$ cat config.mk
export PLATFORM = sky130hd
export DESIGN_NAME = host_bus_top
export DESIGN_NICKNAME = d
export VERILOG_FILES = /design/src/design/host_bus_pkg.sv /design/src/design/reg_write_if.sv /design/src/design/board_regs.sv /design/src/design/host_bus_top.sv /design/src/design/read_bus_arbiter.sv /design/src/design/read_data_router.sv /design/src/design/write_bus_arbiter.sv
export SDC_FILE = /design/constraint.sdc
export NUM_CORES = 1
export LEC_CHECK = 0
export ABC_AREA = 1
export BUFFER_PORTS_ARGS = -buffer_cell sky130_fd_sc_hd__buf_2
export CAP_MARGIN = 15
export CORE_MARGIN = 3
export CORE_UTILIZATION = 50
export CTS_CLUSTER_SIZE = 16
export DETAILED_ROUTE_END_ITERATION = 10
export PLACE_DENSITY = 0.87
export SYNTH_ARGS = -nofsm -noshare
export SYNTH_HDL_FRONTEND = slang
export SYNTH_SLANG_ARGS = --single-unit
$ cat constraint.sdc
create_clock -name sysclk -period 4.5 [get_ports sysclk]
set_input_delay 0.45 -clock sysclk [delete_from_list [all_inputs] [get_ports sysclk]]
set_output_delay 0.45 -clock sysclk [all_outputs]
set_load 0.05 [all_outputs]
$ cat src/design/host_bus_pkg.sv
/*
 * host bus package
 * shared types, page codes, board register indices, real-time
 * block layout and watchdog constants for the host bus core
 */

package host_bus_pkg;

    // ------------------------------------------------------------
    // bus types
    // ------------------------------------------------------------
    typedef logic [15:0] addr_t;                // register address
    typedef logic [31:0] data_t;                // register data word
    typedef logic [3:0]  page_t;                // address bits 15:12

    localparam page_t ADDR_MAIN = 4'd0;         // main board page

    // ------------------------------------------------------------
    // real-time block layout
    // ------------------------------------------------------------
    localparam int NUM_CHANNELS      = 4;       // device channels
    localparam int RT_HEADER_QUADS   = 4;       // leading quadlets on main regs
    localparam int NUM_RT_READ_QUADS = RT_HEADER_QUADS + 3 * NUM_CHANNELS;

    // ------------------------------------------------------------
    // board registers
    // ------------------------------------------------------------
    localparam logic [3:0] REG_STATUS   = 4'd0; // board id and timeout flag
    localparam logic [3:0] REG_WDOG     = 4'd1; // watchdog period
    localparam logic [3:0] REG_VERSION  = 4'd4; // firmware version
    localparam logic [3:0] REG_RT_WRITE = 4'd0; // per-channel rt write target

    localparam data_t FW_VERSION = 32'h0007_0100;

    // watchdog runs in coarse steps of WDOG_TICK sysclk cycles
    localparam int WDOG_TICK   = 16;
    localparam int WDOG_TICK_W = $clog2(WDOG_TICK);

endpackage

$ cat src/design/reg_write_if.sv
/*
 * register write bus
 * arbitrated and translated write bus from the write arbiter
 * to the board registers and the top level outputs
 */

`timescale 1ns/1ps

interface reg_write_if
    import host_bus_pkg::*;
();

    addr_t waddr;                   // write address
    data_t wdata;                   // write data
    logic  wen;                     // quadlet write strobe
    logic  blk_wen;                 // block write strobe
    logic  blk_wstart;              // block write starting

    modport source (
        output waddr,
        output wdata,
        output wen,
        output blk_wen,
        output blk_wstart
    );

    modport sink (
        input waddr,
        input wdata,
        input wen,
        input blk_wen,
        input blk_wstart
    );

endinterface

$ cat src/design/board_regs.sv
/*
 * board registers
 * status, watchdog period and version words on the main page,
 * plus the watchdog counter and its LED status code
 */

`timescale 1ns/1ps

module board_regs
    import host_bus_pkg::*;
(
    input  logic       sysclk,
    input  logic       rst,
    input  logic [3:0] board_id,
    input  addr_t      reg_raddr,
    reg_write_if.sink  wr,
    input  logic       wdog_clear,
    output data_t      board_rdata,
    output logic       wdog_period_led,
    output logic [2:0] wdog_period_status,
    output logic       wdog_timeout
);

    page_t                  wpage;        // write page field
    logic                   period_wr;    // write to REG_WDOG
    logic [15:0]            wdog_period;  // timeout in ticks, 0 = off
    logic [WDOG_TICK_W-1:0] tick_cnt;     // sysclk cycles within a tick
    logic [15:0]            wdog_cnt;     // ticks since last write

    // ------------------------------------------------------------
    // write decode
    // ------------------------------------------------------------
    assign wpage     = wr.waddr[15:12];
    assign period_wr = wr.wen && (wpage == ADDR_MAIN) && (wr.waddr[7:4] == 4'd0)
                       && (wr.waddr[3:0] == REG_WDOG);

    always_ff @(posedge sysclk)
    begin
        if (rst)
            wdog_period <= 16'd0;
        else if (period_wr)
            wdog_period <= wr.wdata[15:0];
    end

    // ------------------------------------------------------------
    // watchdog counter
    // ------------------------------------------------------------
    always_ff @(posedge sysclk)
    begin
        if (rst)
        begin
            tick_cnt <= '0;
            wdog_cnt <= 16'd0;
        end
        else if (wr.wen || wdog_clear)
        begin
            tick_cnt <= '0;                     // any host write restarts
            wdog_cnt <= 16'd0;
        end
        else if (tick_cnt == WDOG_TICK_W'(WDOG_TICK - 1))
        begin
            tick_cnt <= '0;
            if (wdog_cnt != 16'hffff)
                wdog_cnt <= wdog_cnt + 16'd1;   // saturate
        end
        else
            tick_cnt <= tick_cnt + 1'b1;
    end

    always_ff @(posedge sysclk)
    begin
        if (rst)
            wdog_timeout <= 1'b0;
        else if (wdog_clear || period_wr)
            wdog_timeout <= 1'b0;
        else if ((wdog_period != 16'd0) && (wdog_cnt >= wdog_period))
            wdog_timeout <= 1'b1;               // sticky until cleared
    end

    // LED code, nonzero short periods still show 1
    assign wdog_period_led    = |wdog_period;
    assign wdog_period_status = ((wdog_period[15:13] == 3'd0) && wdog_period_led) ?
                                3'd1 : wdog_period[15:13];

    // ------------------------------------------------------------
    // read mux, page decode lives in the router
    // ------------------------------------------------------------
    always_comb
    begin
        case (reg_raddr[3:0])
            REG_STATUS:  board_rdata = {4'h0, board_id, 23'd0, wdog_timeout};
            REG_WDOG:    board_rdata = {16'd0, wdog_period};
            REG_VERSION: board_rdata = FW_VERSION;
            default:     board_rdata = '0;
        endcase
    end

endmodule

$ cat src/design/host_bus_top.sv
/*
 * host bus core top level
 * FireWire and Ethernet hosts share the register bus through
 * separate read and write arbiters, a read router and board registers
 */

`timescale 1ns/1ps

module host_bus_top
    import host_bus_pkg::*;
(
    input  logic       sysclk,
    input  logic       rst,
    input  logic [3:0] board_id,
    // FireWire host
    input  logic       fw_req_read_bus,
    input  addr_t      fw_raddr,
    input  logic       fw_blk_rt_rd,
    input  logic       fw_req_write_bus,
    input  addr_t      fw_waddr,
    input  data_t      fw_wdata,
    input  logic       fw_wen,
    input  logic       fw_blk_wen,
    input  logic       fw_blk_wstart,
    input  logic       fw_blk_rt_wr,
    // Ethernet host
    input  logic       eth_req_read_bus,
    input  addr_t      eth_raddr,
    input  logic       eth_blk_rt_rd,
    input  logic       eth_req_write_bus,
    input  addr_t      eth_waddr,
    input  data_t      eth_wdata,
    input  logic       eth_wen,
    input  logic       eth_blk_wen,
    input  logic       eth_blk_wstart,
    input  logic       eth_blk_rt_wr,
    // external board
    input  data_t      rdata_ext,
    input  logic       rwait_ext,
    input  logic       wdog_clear,
    // grants
    output logic       fw_grant_read_bus,
    output logic       eth_grant_read_bus,
    output logic       fw_grant_write_bus,
    output logic       eth_grant_write_bus,
    // register bus
    output addr_t      reg_raddr,
    output logic       blk_rt_rd,
    output logic       req_blk_rt_rd,
    output data_t      reg_rdata,
    output logic       reg_rvalid,
    output addr_t      reg_waddr,
    output data_t      reg_wdata,
    output logic       reg_wen,
    output logic       blk_wen,
    output logic       blk_wstart,
    // watchdog
    output logic       wdog_period_led,
    output logic [2:0] wdog_period_status,
    output logic       wdog_timeout
);

    data_t board_rdata;             // main page read data

    reg_write_if wr ();

    // ------------------------------------------------------------
    // instances, port names match the top level wires
    // ------------------------------------------------------------
    read_bus_arbiter  read_arb_i   (.*);
    write_bus_arbiter write_arb_i  (.*);
    read_data_router  read_route_i (.*);
    board_regs        board_regs_i (.*);

    // write bus out to the external board
    assign reg_waddr  = wr.waddr;
    assign reg_wdata  = wr.wdata;
    assign reg_wen    = wr.wen;
    assign blk_wen    = wr.blk_wen;
    assign blk_wstart = wr.blk_wstart;

endmodule

$ cat src/design/read_bus_arbiter.sv
/*
 * read bus arbiter
 * grants the register read bus to FireWire or Ethernet and maps
 * real-time block read quadlet indices onto board register addresses
 */

`timescale 1ns/1ps

module read_bus_arbiter
    import host_bus_pkg::*;
(
    input  logic  sysclk,
    input  logic  rst,
    input  logic  fw_req_read_bus,
    input  logic  eth_req_read_bus,
    input  addr_t fw_raddr,
    input  addr_t eth_raddr,
    input  logic  fw_blk_rt_rd,
    input  logic  eth_blk_rt_rd,
    output logic  fw_grant_read_bus,
    output logic  eth_grant_read_bus,
    output addr_t reg_raddr,
    output logic  blk_rt_rd,
    output logic  req_blk_rt_rd
);

    addr_t      host_raddr;         // address of the granted host
    logic [7:0] quad;               // rt quadlet index
    logic [7:0] rt_idx;             // index past the header quadlets

    // ------------------------------------------------------------
    // grants, FireWire wins and owns the idle bus
    // ------------------------------------------------------------
    always_ff @(posedge sysclk)
    begin
        if (rst)
        begin
            fw_grant_read_bus  <= 1'b1;
            eth_grant_read_bus <= 1'b0;
        end
        else
        begin
            fw_grant_read_bus  <= fw_req_read_bus | ~eth_req_read_bus;
            eth_grant_read_bus <= ~fw_req_read_bus & eth_req_read_bus;
        end
    end

    assign host_raddr    = eth_grant_read_bus ? eth_raddr : fw_raddr;
    assign blk_rt_rd     = eth_grant_read_bus ? eth_blk_rt_rd : fw_blk_rt_rd;
    assign req_blk_rt_rd = fw_blk_rt_rd | eth_blk_rt_rd;   // either host busy with rt read

    // ------------------------------------------------------------
    // real-time quadlet to register mapping
    // ------------------------------------------------------------
    assign quad   = host_raddr[7:0];
    assign rt_idx = quad - 8'(RT_HEADER_QUADS);

    always_comb
    begin
        reg_raddr = host_raddr;                         // plain access passes through
        if (blk_rt_rd && (quad < 8'(NUM_RT_READ_QUADS)))
        begin
            if (quad < 8'(RT_HEADER_QUADS))
                reg_raddr = {ADDR_MAIN, 8'h00, quad[3:0]};  // header on main regs
            else
                reg_raddr = {ADDR_MAIN, 4'h0,
                             4'(rt_idx % NUM_CHANNELS + 1), // channel 1..N
                             4'(rt_idx / NUM_CHANNELS)};    // register within channel
        end
    end

endmodule

$ cat src/design/read_data_router.sv
/*
 * read data router
 * decodes the main board page, merges external read data and
 * wait state, and flags when the read data is valid
 */

`timescale 1ns/1ps

module read_data_router
    import host_bus_pkg::*;
(
    input  logic  sysclk,
    input  logic  rst,
    input  addr_t reg_raddr,
    input  data_t board_rdata,
    input  data_t rdata_ext,
    input  logic  rwait_ext,
    output data_t reg_rdata,
    output logic  reg_rvalid
);

    page_t page;                    // address page field
    logic  is_main;                 // board register window
    logic  rwait;                   // merged wait state
    addr_t prev_raddr;              // address one cycle back
    logic  prev_valid;              // prev_raddr holds a real address

    assign page    = reg_raddr[15:12];
    assign is_main = (page == ADDR_MAIN) && (reg_raddr[7:4] == 4'd0);

    // board regs answer in the same cycle, only the external side waits
    assign reg_rdata = (is_main ? board_rdata : '0) | rdata_ext;
    assign rwait     = rwait_ext;

    // ------------------------------------------------------------
    // read valid, a waited read is good once the address holds
    // ------------------------------------------------------------
    always_ff @(posedge sysclk)
    begin
        if (rst)
            prev_valid <= 1'b0;
        else
            prev_valid <= 1'b1;
    end

    always_ff @(posedge sysclk)
        prev_raddr <= reg_raddr;

    assign reg_rvalid = ~rwait | (prev_valid && (reg_raddr == prev_raddr));

endmodule

$ cat src/design/write_bus_arbiter.sv
/*
 * write bus arbiter
 * grants the register write bus, registers the selected host's
 * write signals and applies real-time board filtering and mapping
 */

`timescale 1ns/1ps

module write_bus_arbiter
    import host_bus_pkg::*;
(
    input  logic       sysclk,
    input  logic       rst,
    input  logic [3:0] board_id,
    input  logic       fw_req_write_bus,
    input  logic       eth_req_write_bus,
    input  addr_t      fw_waddr,
    input  data_t      fw_wdata,
    input  logic       fw_wen,
    input  logic       fw_blk_wen,
    input  logic       fw_blk_wstart,
    input  logic       fw_blk_rt_wr,
    input  addr_t      eth_waddr,
    input  data_t      eth_wdata,
    input  logic       eth_wen,
    input  logic       eth_blk_wen,
    input  logic       eth_blk_wstart,
    input  logic       eth_blk_rt_wr,
    output logic       fw_grant_write_bus,
    output logic       eth_grant_write_bus,
    reg_write_if.source wr
);

    addr_t sel_waddr;               // granted host signals
    data_t sel_wdata;
    logic  sel_wen;
    logic  sel_blk_wen;
    logic  sel_blk_wstart;
    logic  sel_blk_rt_wr;
    logic  board_equal;             // rt quadlet addressed to this board
    addr_t rt_waddr;                // mapped channel address

    // ------------------------------------------------------------
    // grants
    // ------------------------------------------------------------
    always_ff @(posedge sysclk)
    begin
        if (rst)
        begin
            fw_grant_write_bus  <= 1'b1;
            eth_grant_write_bus <= 1'b0;
        end
        else
        begin
            fw_grant_write_bus  <= fw_req_write_bus | ~eth_req_write_bus;
            eth_grant_write_bus <= ~fw_req_write_bus & eth_req_write_bus;
        end
    end

    always_comb
    begin
        if (eth_grant_write_bus)
        begin
            sel_waddr      = eth_waddr;
            sel_wdata      = eth_wdata;
            sel_wen        = eth_wen;
            sel_blk_wen    = eth_blk_wen;
            sel_blk_wstart = eth_blk_wstart;
            sel_blk_rt_wr  = eth_blk_rt_wr;
        end
        else
        begin
            sel_waddr      = fw_waddr;
            sel_wdata      = fw_wdata;
            sel_wen        = fw_wen;
            sel_blk_wen    = fw_blk_wen;
            sel_blk_wstart = fw_blk_wstart;
            sel_blk_rt_wr  = fw_blk_rt_wr;
        end
    end

    // ------------------------------------------------------------
    // rt translation and output stage
    // ------------------------------------------------------------
    assign board_equal = (sel_wdata[11:8] == board_id);
    assign rt_waddr    = {ADDR_MAIN, 4'h0, 4'(sel_waddr[7:0] + 8'd1), REG_RT_WRITE};

    always_ff @(posedge sysclk)
    begin
        if (rst)
        begin
            wr.wen        <= 1'b0;
            wr.blk_wen    <= 1'b0;
            wr.blk_wstart <= 1'b0;
        end
        else
        begin
            wr.wen        <= sel_wen & (~sel_blk_rt_wr | board_equal); // drop other boards
            wr.blk_wen    <= sel_blk_wen;
            wr.blk_wstart <= sel_blk_wstart;
        end
    end

    always_ff @(posedge sysclk)
    begin
        wr.waddr <= sel_blk_rt_wr ? rt_waddr : sel_waddr;   // channel index in bits 7:0
        wr.wdata <= sel_wdata;
    end

endmodule

**Word-level counts from Yosys, hierarchy flattened**

Cells that the tools add are included.

- Register bits after elaboration: 109
- Output and inout bits: 111
- Logic and storage cells: 83
- Input port bits: 182

- Add/subtract/negate cells: 5
- Reduce and logical (&&, ||, !) cells: 22
- Bitwise gates (word level): 15
- Equal/unequal tests: 7
- Order comparisons: 3
- Mux-type cells: 15

Operator list:

| kind | number |
|---|---|
| $pmux 28 s3 | 1 |
| $mux 32 | 2 |
| $mux 16 | 3 |
| $or 32x32->32 | 1 |
| $logic_not 4->1 | 5 |
| $add 16x1->16 const B | 1 |
| $eq 16x16->1 | 1 |
| $ge 16x16->1 | 1 |
| $mux 8 | 2 |
| $ne 16x16->1 const B | 1 |
| $reduce_bool 16->1 | 1 |
| $reduce_or 16->1 | 1 |
| $add 4x1->4 const B | 2 |
| $eq 4x1->1 const B | 2 |
| $logic_and 1x1->1 | 8 |
| $lt 8x3->1 const B | 1 |
| $lt 8x5->1 const B | 1 |
| $mux 1 | 6 |
| $not 1->1 | 6 |
| $sub 6x3->6 const B | 1 |
| $or 1x1->1 | 5 |
| $eq 4x3->1 const B | 1 |
| $eq 4x4->1 | 1 |
| $eq 4x4->1 const B | 1 |
| 8 further kinds | 12 |

**Longest topological paths before layout**

- Depth in word-level cells: 9
- Mapped depth: 14

**Cells and area by module**

Synthesis repeated with hierarchy kept, for this count alone.

- Cell total of the unflattened synthesis: 955
- Area total of the unflattened synthesis: 6139.6 µm²

Modules (own cells, without submodules):

| module | area each (µm²) | cells an instance | instances | seq. area each (µm²) |
|---|---|---|---|---|
| board_regs | 2438.6 | 379 | 1 | 740.7 |
| write_bus_arbiter | 2019.4 | 279 | 1 | 1061.0 |
| read_data_router | 1079.8 | 190 | 1 | 340.3 |
| read_bus_arbiter | 601.8 | 107 | 1 | 40.0 |

**Worst setup path before layout**

No wires, ideal clock.

- Kind: reg2out
- Start: register read_arb_i.eth_grant_read_bus
- End: output port reg_rdata[1]
- Arrival: 3360 ps
- Cell stages (with the launch flop): 12
- Path buffers: 1
- Path slack: 690 ps
- Cell sequence: dfxtp_1 inv_2 buf_6 or2_0 o21ai_2 inv_1 ha_1 nand3_1 nand2_1 nor2_1 nand2_4 o21bai_1

- Word-level cells in the longest chain between the ends: 9

RTL lines:

| what | line | text |
|---|---|---|
| start: declaration | read_bus_arbiter.sv:21 | `output logic eth_grant_read_bus,` |
| start signal: assignment | read_bus_arbiter.sv:44 | `eth_grant_read_bus <= ~fw_req_read_bus & eth_req_read_bus;` |
| $mux 16 | read_bus_arbiter.sv:48 | `assign host_raddr = eth_grant_read_bus ? eth_raddr : fw_raddr;` |
| $sub 6x3->6 | read_bus_arbiter.sv:56 | `assign rt_idx = quad - 8'(RT_HEADER_QUADS);` |
| $add 2x1->3 | read_bus_arbiter.sv:67 | `4'(rt_idx % NUM_CHANNELS + 1),` |
| $mux 8 | read_bus_arbiter.sv:63 | `if (quad < 8'(RT_HEADER_QUADS))` |
| $mux 16 (*) | read_bus_arbiter.sv:61 | `if (blk_rt_rd && (quad < 8'(NUM_RT_READ_QUADS)))` |
| net reg_raddr[5] | host_bus_top.sv:47 | `output addr_t reg_raddr,` |
| $logic_not 4->1 (*) | read_data_router.sv:29 | `assign is_main = (page == ADDR_MAIN) && (reg_raddr[7:4] == 4'd0);` |
| $logic_and 1x1->1 (*) | read_data_router.sv:29 |  |
| $mux 32 (*) | read_data_router.sv:32 | `assign reg_rdata = (is_main ? board_rdata : '0) \| rdata_ext;` |
| $or 32x32->32 (*) | read_data_router.sv:32 |  |
| end: declaration | host_bus_top.sv:50 | `output data_t reg_rdata,` |

Mark *: on every way through the listed nets, which the timed path passes. The rest lies on a longest branch.

**Final worst setup path**

- Start: register read_arb_i.eth_grant_read_bus
- End: output port reg_rdata[17]

- Word-level cells in the longest chain between the ends: 9

RTL lines:

| what | line |
|---|---|
| $mux 16 | read_bus_arbiter.sv:48 |
| $sub 6x3->6 | read_bus_arbiter.sv:56 |
| $add 2x1->3 | read_bus_arbiter.sv:67 |
| $mux 8 | read_bus_arbiter.sv:63 |
| $mux 16 (*) | read_bus_arbiter.sv:61 |
| $logic_not 4->1 | read_data_router.sv:29 |
| $logic_and 1x1->1 | read_data_router.sv:29 |
| $mux 32 (*) | read_data_router.sv:32 |
| $or 32x32->32 (*) | read_data_router.sv:32 |

Every way passes the cells marked *; elsewhere a longest branch is shown, timed or not.

==> impl_metrics.yaml <==
critical_path:
  reg2reg_to: "write_arb_i.wr.waddr[5]"
  critPathMaxFanout: 26
  rr_worst_depth: 8
  critPathTopFamily: "simple AND/OR/NAND/NOR gates"
  crit_arrival_ns: 3.04
  worstPathRequired_ns: 4.05
  r2r_slack_ns: 2.22
  cp-end-kind: "primary output"
  path_buf_inv: 5
  crit_end: "reg_rdata[17]"
  crit_chain: "buf_4 > inv_2 > or2_0 > o21ai_2 > inv_1 > ha_1 > nand3_1 > nand2_1 > nor2_1 > nand2_4 > inv_1 > nand3_1 > nand2_1 > buf_2"
  cp_slowest_cell: "dfxtp_1"
  path_depth: 14
  r2r-start: "write_arb_i.eth_grant_write_bus"
  start_kind: "register"
  crit_start: "read_arb_i.eth_grant_read_bus"
  crit_type: "reg2out"
  max_stage_delay_ns: 0.32
place:
  globalplace.congestion: 0.880
  portBuffers: 274
  pre_cts_ws_ns: 1.39
  hpwl_um: 14200
synthesis:
  syn-cell-area_um2: 5770
  synth_edf_count: 0
  yosysWarnings: 0
  muxShareOfSynthArea_pct: 0.173
  synth_simple_gate_area_share_pct: 35.1
  yosys_register_bits: 109
  synth_fa_ha_area_share_pct: 4.55
  synth-xor-area-share_pct: 1.37
  synthArstFlopShare_pct: 0
  synthDistinctLibCells: 45
  syn_nets: 1029
  synth_top_family_by_area: "simple AND/OR/NAND/NOR gates"
  synth_compound_area_share_pct: 11.0
  synthCells: 826
  dominantRegCellSynth: "dfxtp_1"
  avgSynthCellArea_um2: 6.98
  ys_seq_area_share_pct: 37.8
clocking:
  post-cts-setup-buffers: 0
  cts_root_buf: "clkbuf_16"
  cts_max_path_buffers: 2
  tritoncts: "built"
  cts_htree_levels: 3
  clock_latency_ns: 0.34
  cts_sinks: 109
  numCtsBuffers: 9
  postCtsHoldBufs: 0
  cts_resized: 0
  clk_pin_slew_worst_paths_ns: 0.07
route:
  routed_wl_um: 17400
  drt_iter0_markers: 371
  dr.pass1.iters: 4
  via_per_inst: 4.93
  post_drt_wl_per_cell_um: 14.2
  vias: 6044
  ant_nets: 0
  drc_errors: 0
sta:
  worstMarginPinSlew_ns: 0.898
  setup_viol: 0
  timing.final.max_slew_violations: 0
  rsz0062_at_grt: "no"
  hold_slack_ns: 0.278
  final-hold-violation-count: 0
  period_minus_slack_ns: 3.49
  slew_headroom_pct: 40.0
  fin_crit_sh_pct: 77.5
  tns_ns: 0
  finClkSkew_ns: 0.00588
  fmax_mhz: 287
  postLayoutSetupSlackWorst_ns: 1.01
die:
  dieArea_um2: 12900
  start_util_pct: 52.1
  coreArea_um2: 11100
  ios: 293
  rows: 38
  die_y_um: 113
  die_x_um: 113
global_routing:
  globalRouteOverflowTotal: 0
  grt_pass1_wl_um: 26800
  grt_max_degree: 54
  grt.total_usage_pct: 26.3
  antenna_found_initial: 1
  grt_pass1_vias: 5589
cells_and_area:
  syn_to_final_growth_pct: 29.0
  nets: 1284
  drive_gt1_share_pct: 33.9
pwr:
  worst_ir_drop_vdd_mv: 0.290
  p_total_w: 0.00240
  powerDensity_nw_per_um2: 323
  leakage_nw: 3.99
outcome:
  status: "finished, final reports clean"
run:
  maxCapViolations: 0
worst_hold_path:
  hold_path.class: "in2reg"
metal layers:
| layer | global-route usage (%) | part of all wire, % | vias up |
|---|---|---|---|
| met5 | 0 | 0 | - |
| met3 | 5.89 | 7.8 | 37 |
| met1 | 30.2 | 39 | 2655 |
| met2 | 47.4 | 50 | 251 |
| li1 | - | - | 3101 |
| met4 | 10.7 | 3.2 | 0 |
worst min path at each step:
stage	startpoint	endpoint	slack, ns	cells past startpoint
after floorplan	board_regs_i.tick_cnt[0]	board_regs_i.tick_cnt[0]	0.42	1
after global placement	board_regs_i.tick_cnt[0]	board_regs_i.tick_cnt[0]	0.43	1
after detailed placement	board_regs_i.tick_cnt[0]	board_regs_i.tick_cnt[0]	0.44	1
after CTS	fw_req_write_bus	write_arb_i.eth_grant_write_bus	0.27	2
after global routing	fw_req_write_bus	write_arb_i.eth_grant_write_bus	0.27	2
final	fw_req_read_bus	read_arb_i.eth_grant_read_bus	0.28	2
power breakdown:
group          total, W  internal, W  switching [W]
registers       0.00104      0.00102      0.0000242
logic          0.000590     0.000170       0.000420
clock network  0.000773     0.000390       0.000383
total           0.00240      0.00158       0.000827
cell usage after synthesis, types with 7 or more instances:
library cell  instances  area [µm²]
buf_4                 9        67.6
clkbuf_1             17        63.8
nand2_1             283        1060
dfxtp_1             109        2180
nand3_1              31         155
nor2_1               71         267
ha_1                 21         263
a211oi_1             17         128
a21oi_1              24         120
inv_1                92         345
o21ai_0              17        85.1
nand2_2              23         144
nor4_1                7        43.8
o21bai_2             13         146
nor3_1               11        55.1
cells in the final DEF, fill, tap and decap left out, types with 2 or more instances in the layout:
master / instances
nand3_1: 31
o21ai_2: 5
ha_1: 21
inv_1: 92
nor4_1: 7
clkbuf_16: 9
o21a_1: 3
xnor2_1: 4
nand3_2: 3
nor2_1: 71
o21ai_1: 3
nand2_4: 2
nand4_1: 2
a211oi_1: 17
nand2_2: 23
nor3_1: 11
o21bai_1: 5
dfxtp_1: 108
or2_2: 6
nor2_4: 6
nor2_2: 3
nand2_1: 283
o21ai_0: 17
or2_0: 2
nand3b_1: 3
nor3b_1: 2
buf_2: 274
buf_4: 4
xor2_1: 5
nand3_4: 2
inv_6: 4
a21oi_1: 24
o21bai_2: 13
a31oi_1: 3
inv_2: 6
through the flow:
step | utilization (%) | instance area (µm²) | cells
2_1_floorplan | - | 5770 | 826
3_3_place_gp | 64.5 | 7140 | 1209
3_5_place_dp | 64.5 | 7140 | 1209
4_1_cts | 67.1 | 7430 | 1225
5_1_grt | 67.2 | 7440 | 1227
6_report | 67.2 | 7440 | 1227
registers in the layout, indices dropped and copies added (netlist names), 4 cells and up:
signal                    cells
board_regs_i.wdog_cnt        16
write_arb_i.wr.wdata         32
write_arb_i.wr.waddr         16
read_route_i.prev_raddr      16
board_regs_i.tick_cnt         4
board_regs_i.wdog_period     16
area by class of cell:
class | count | area (µm²)
Clock buffer | 9 | 225
Tap cell | 140 | 175
Timing Repair Buffer | 278 | 1400
Fill cell | 984 | 3630
Multi-Input combinational cell | 583 | 3010
Antenna cell | 1 | 2.50
Inverter | 100 | 378
Sequential cell | 109 | 2180
Clock inverter | 7 | 67.6
kinds of logic (layout without fill, tap and decap cells):
logic type	after synthesis	in the layout
multiplexers	1	1
AO/OA/AOI/OAI	92	92
XOR/XNOR	9	9
buffers and inverters	134	394
AND/OR/NAND/NOR	460	460
adder cells (fa/ha/maj)	21	21
other	0	1
flip-flops	109	109
Note: power is estimated with default switching activity, not from simulation.
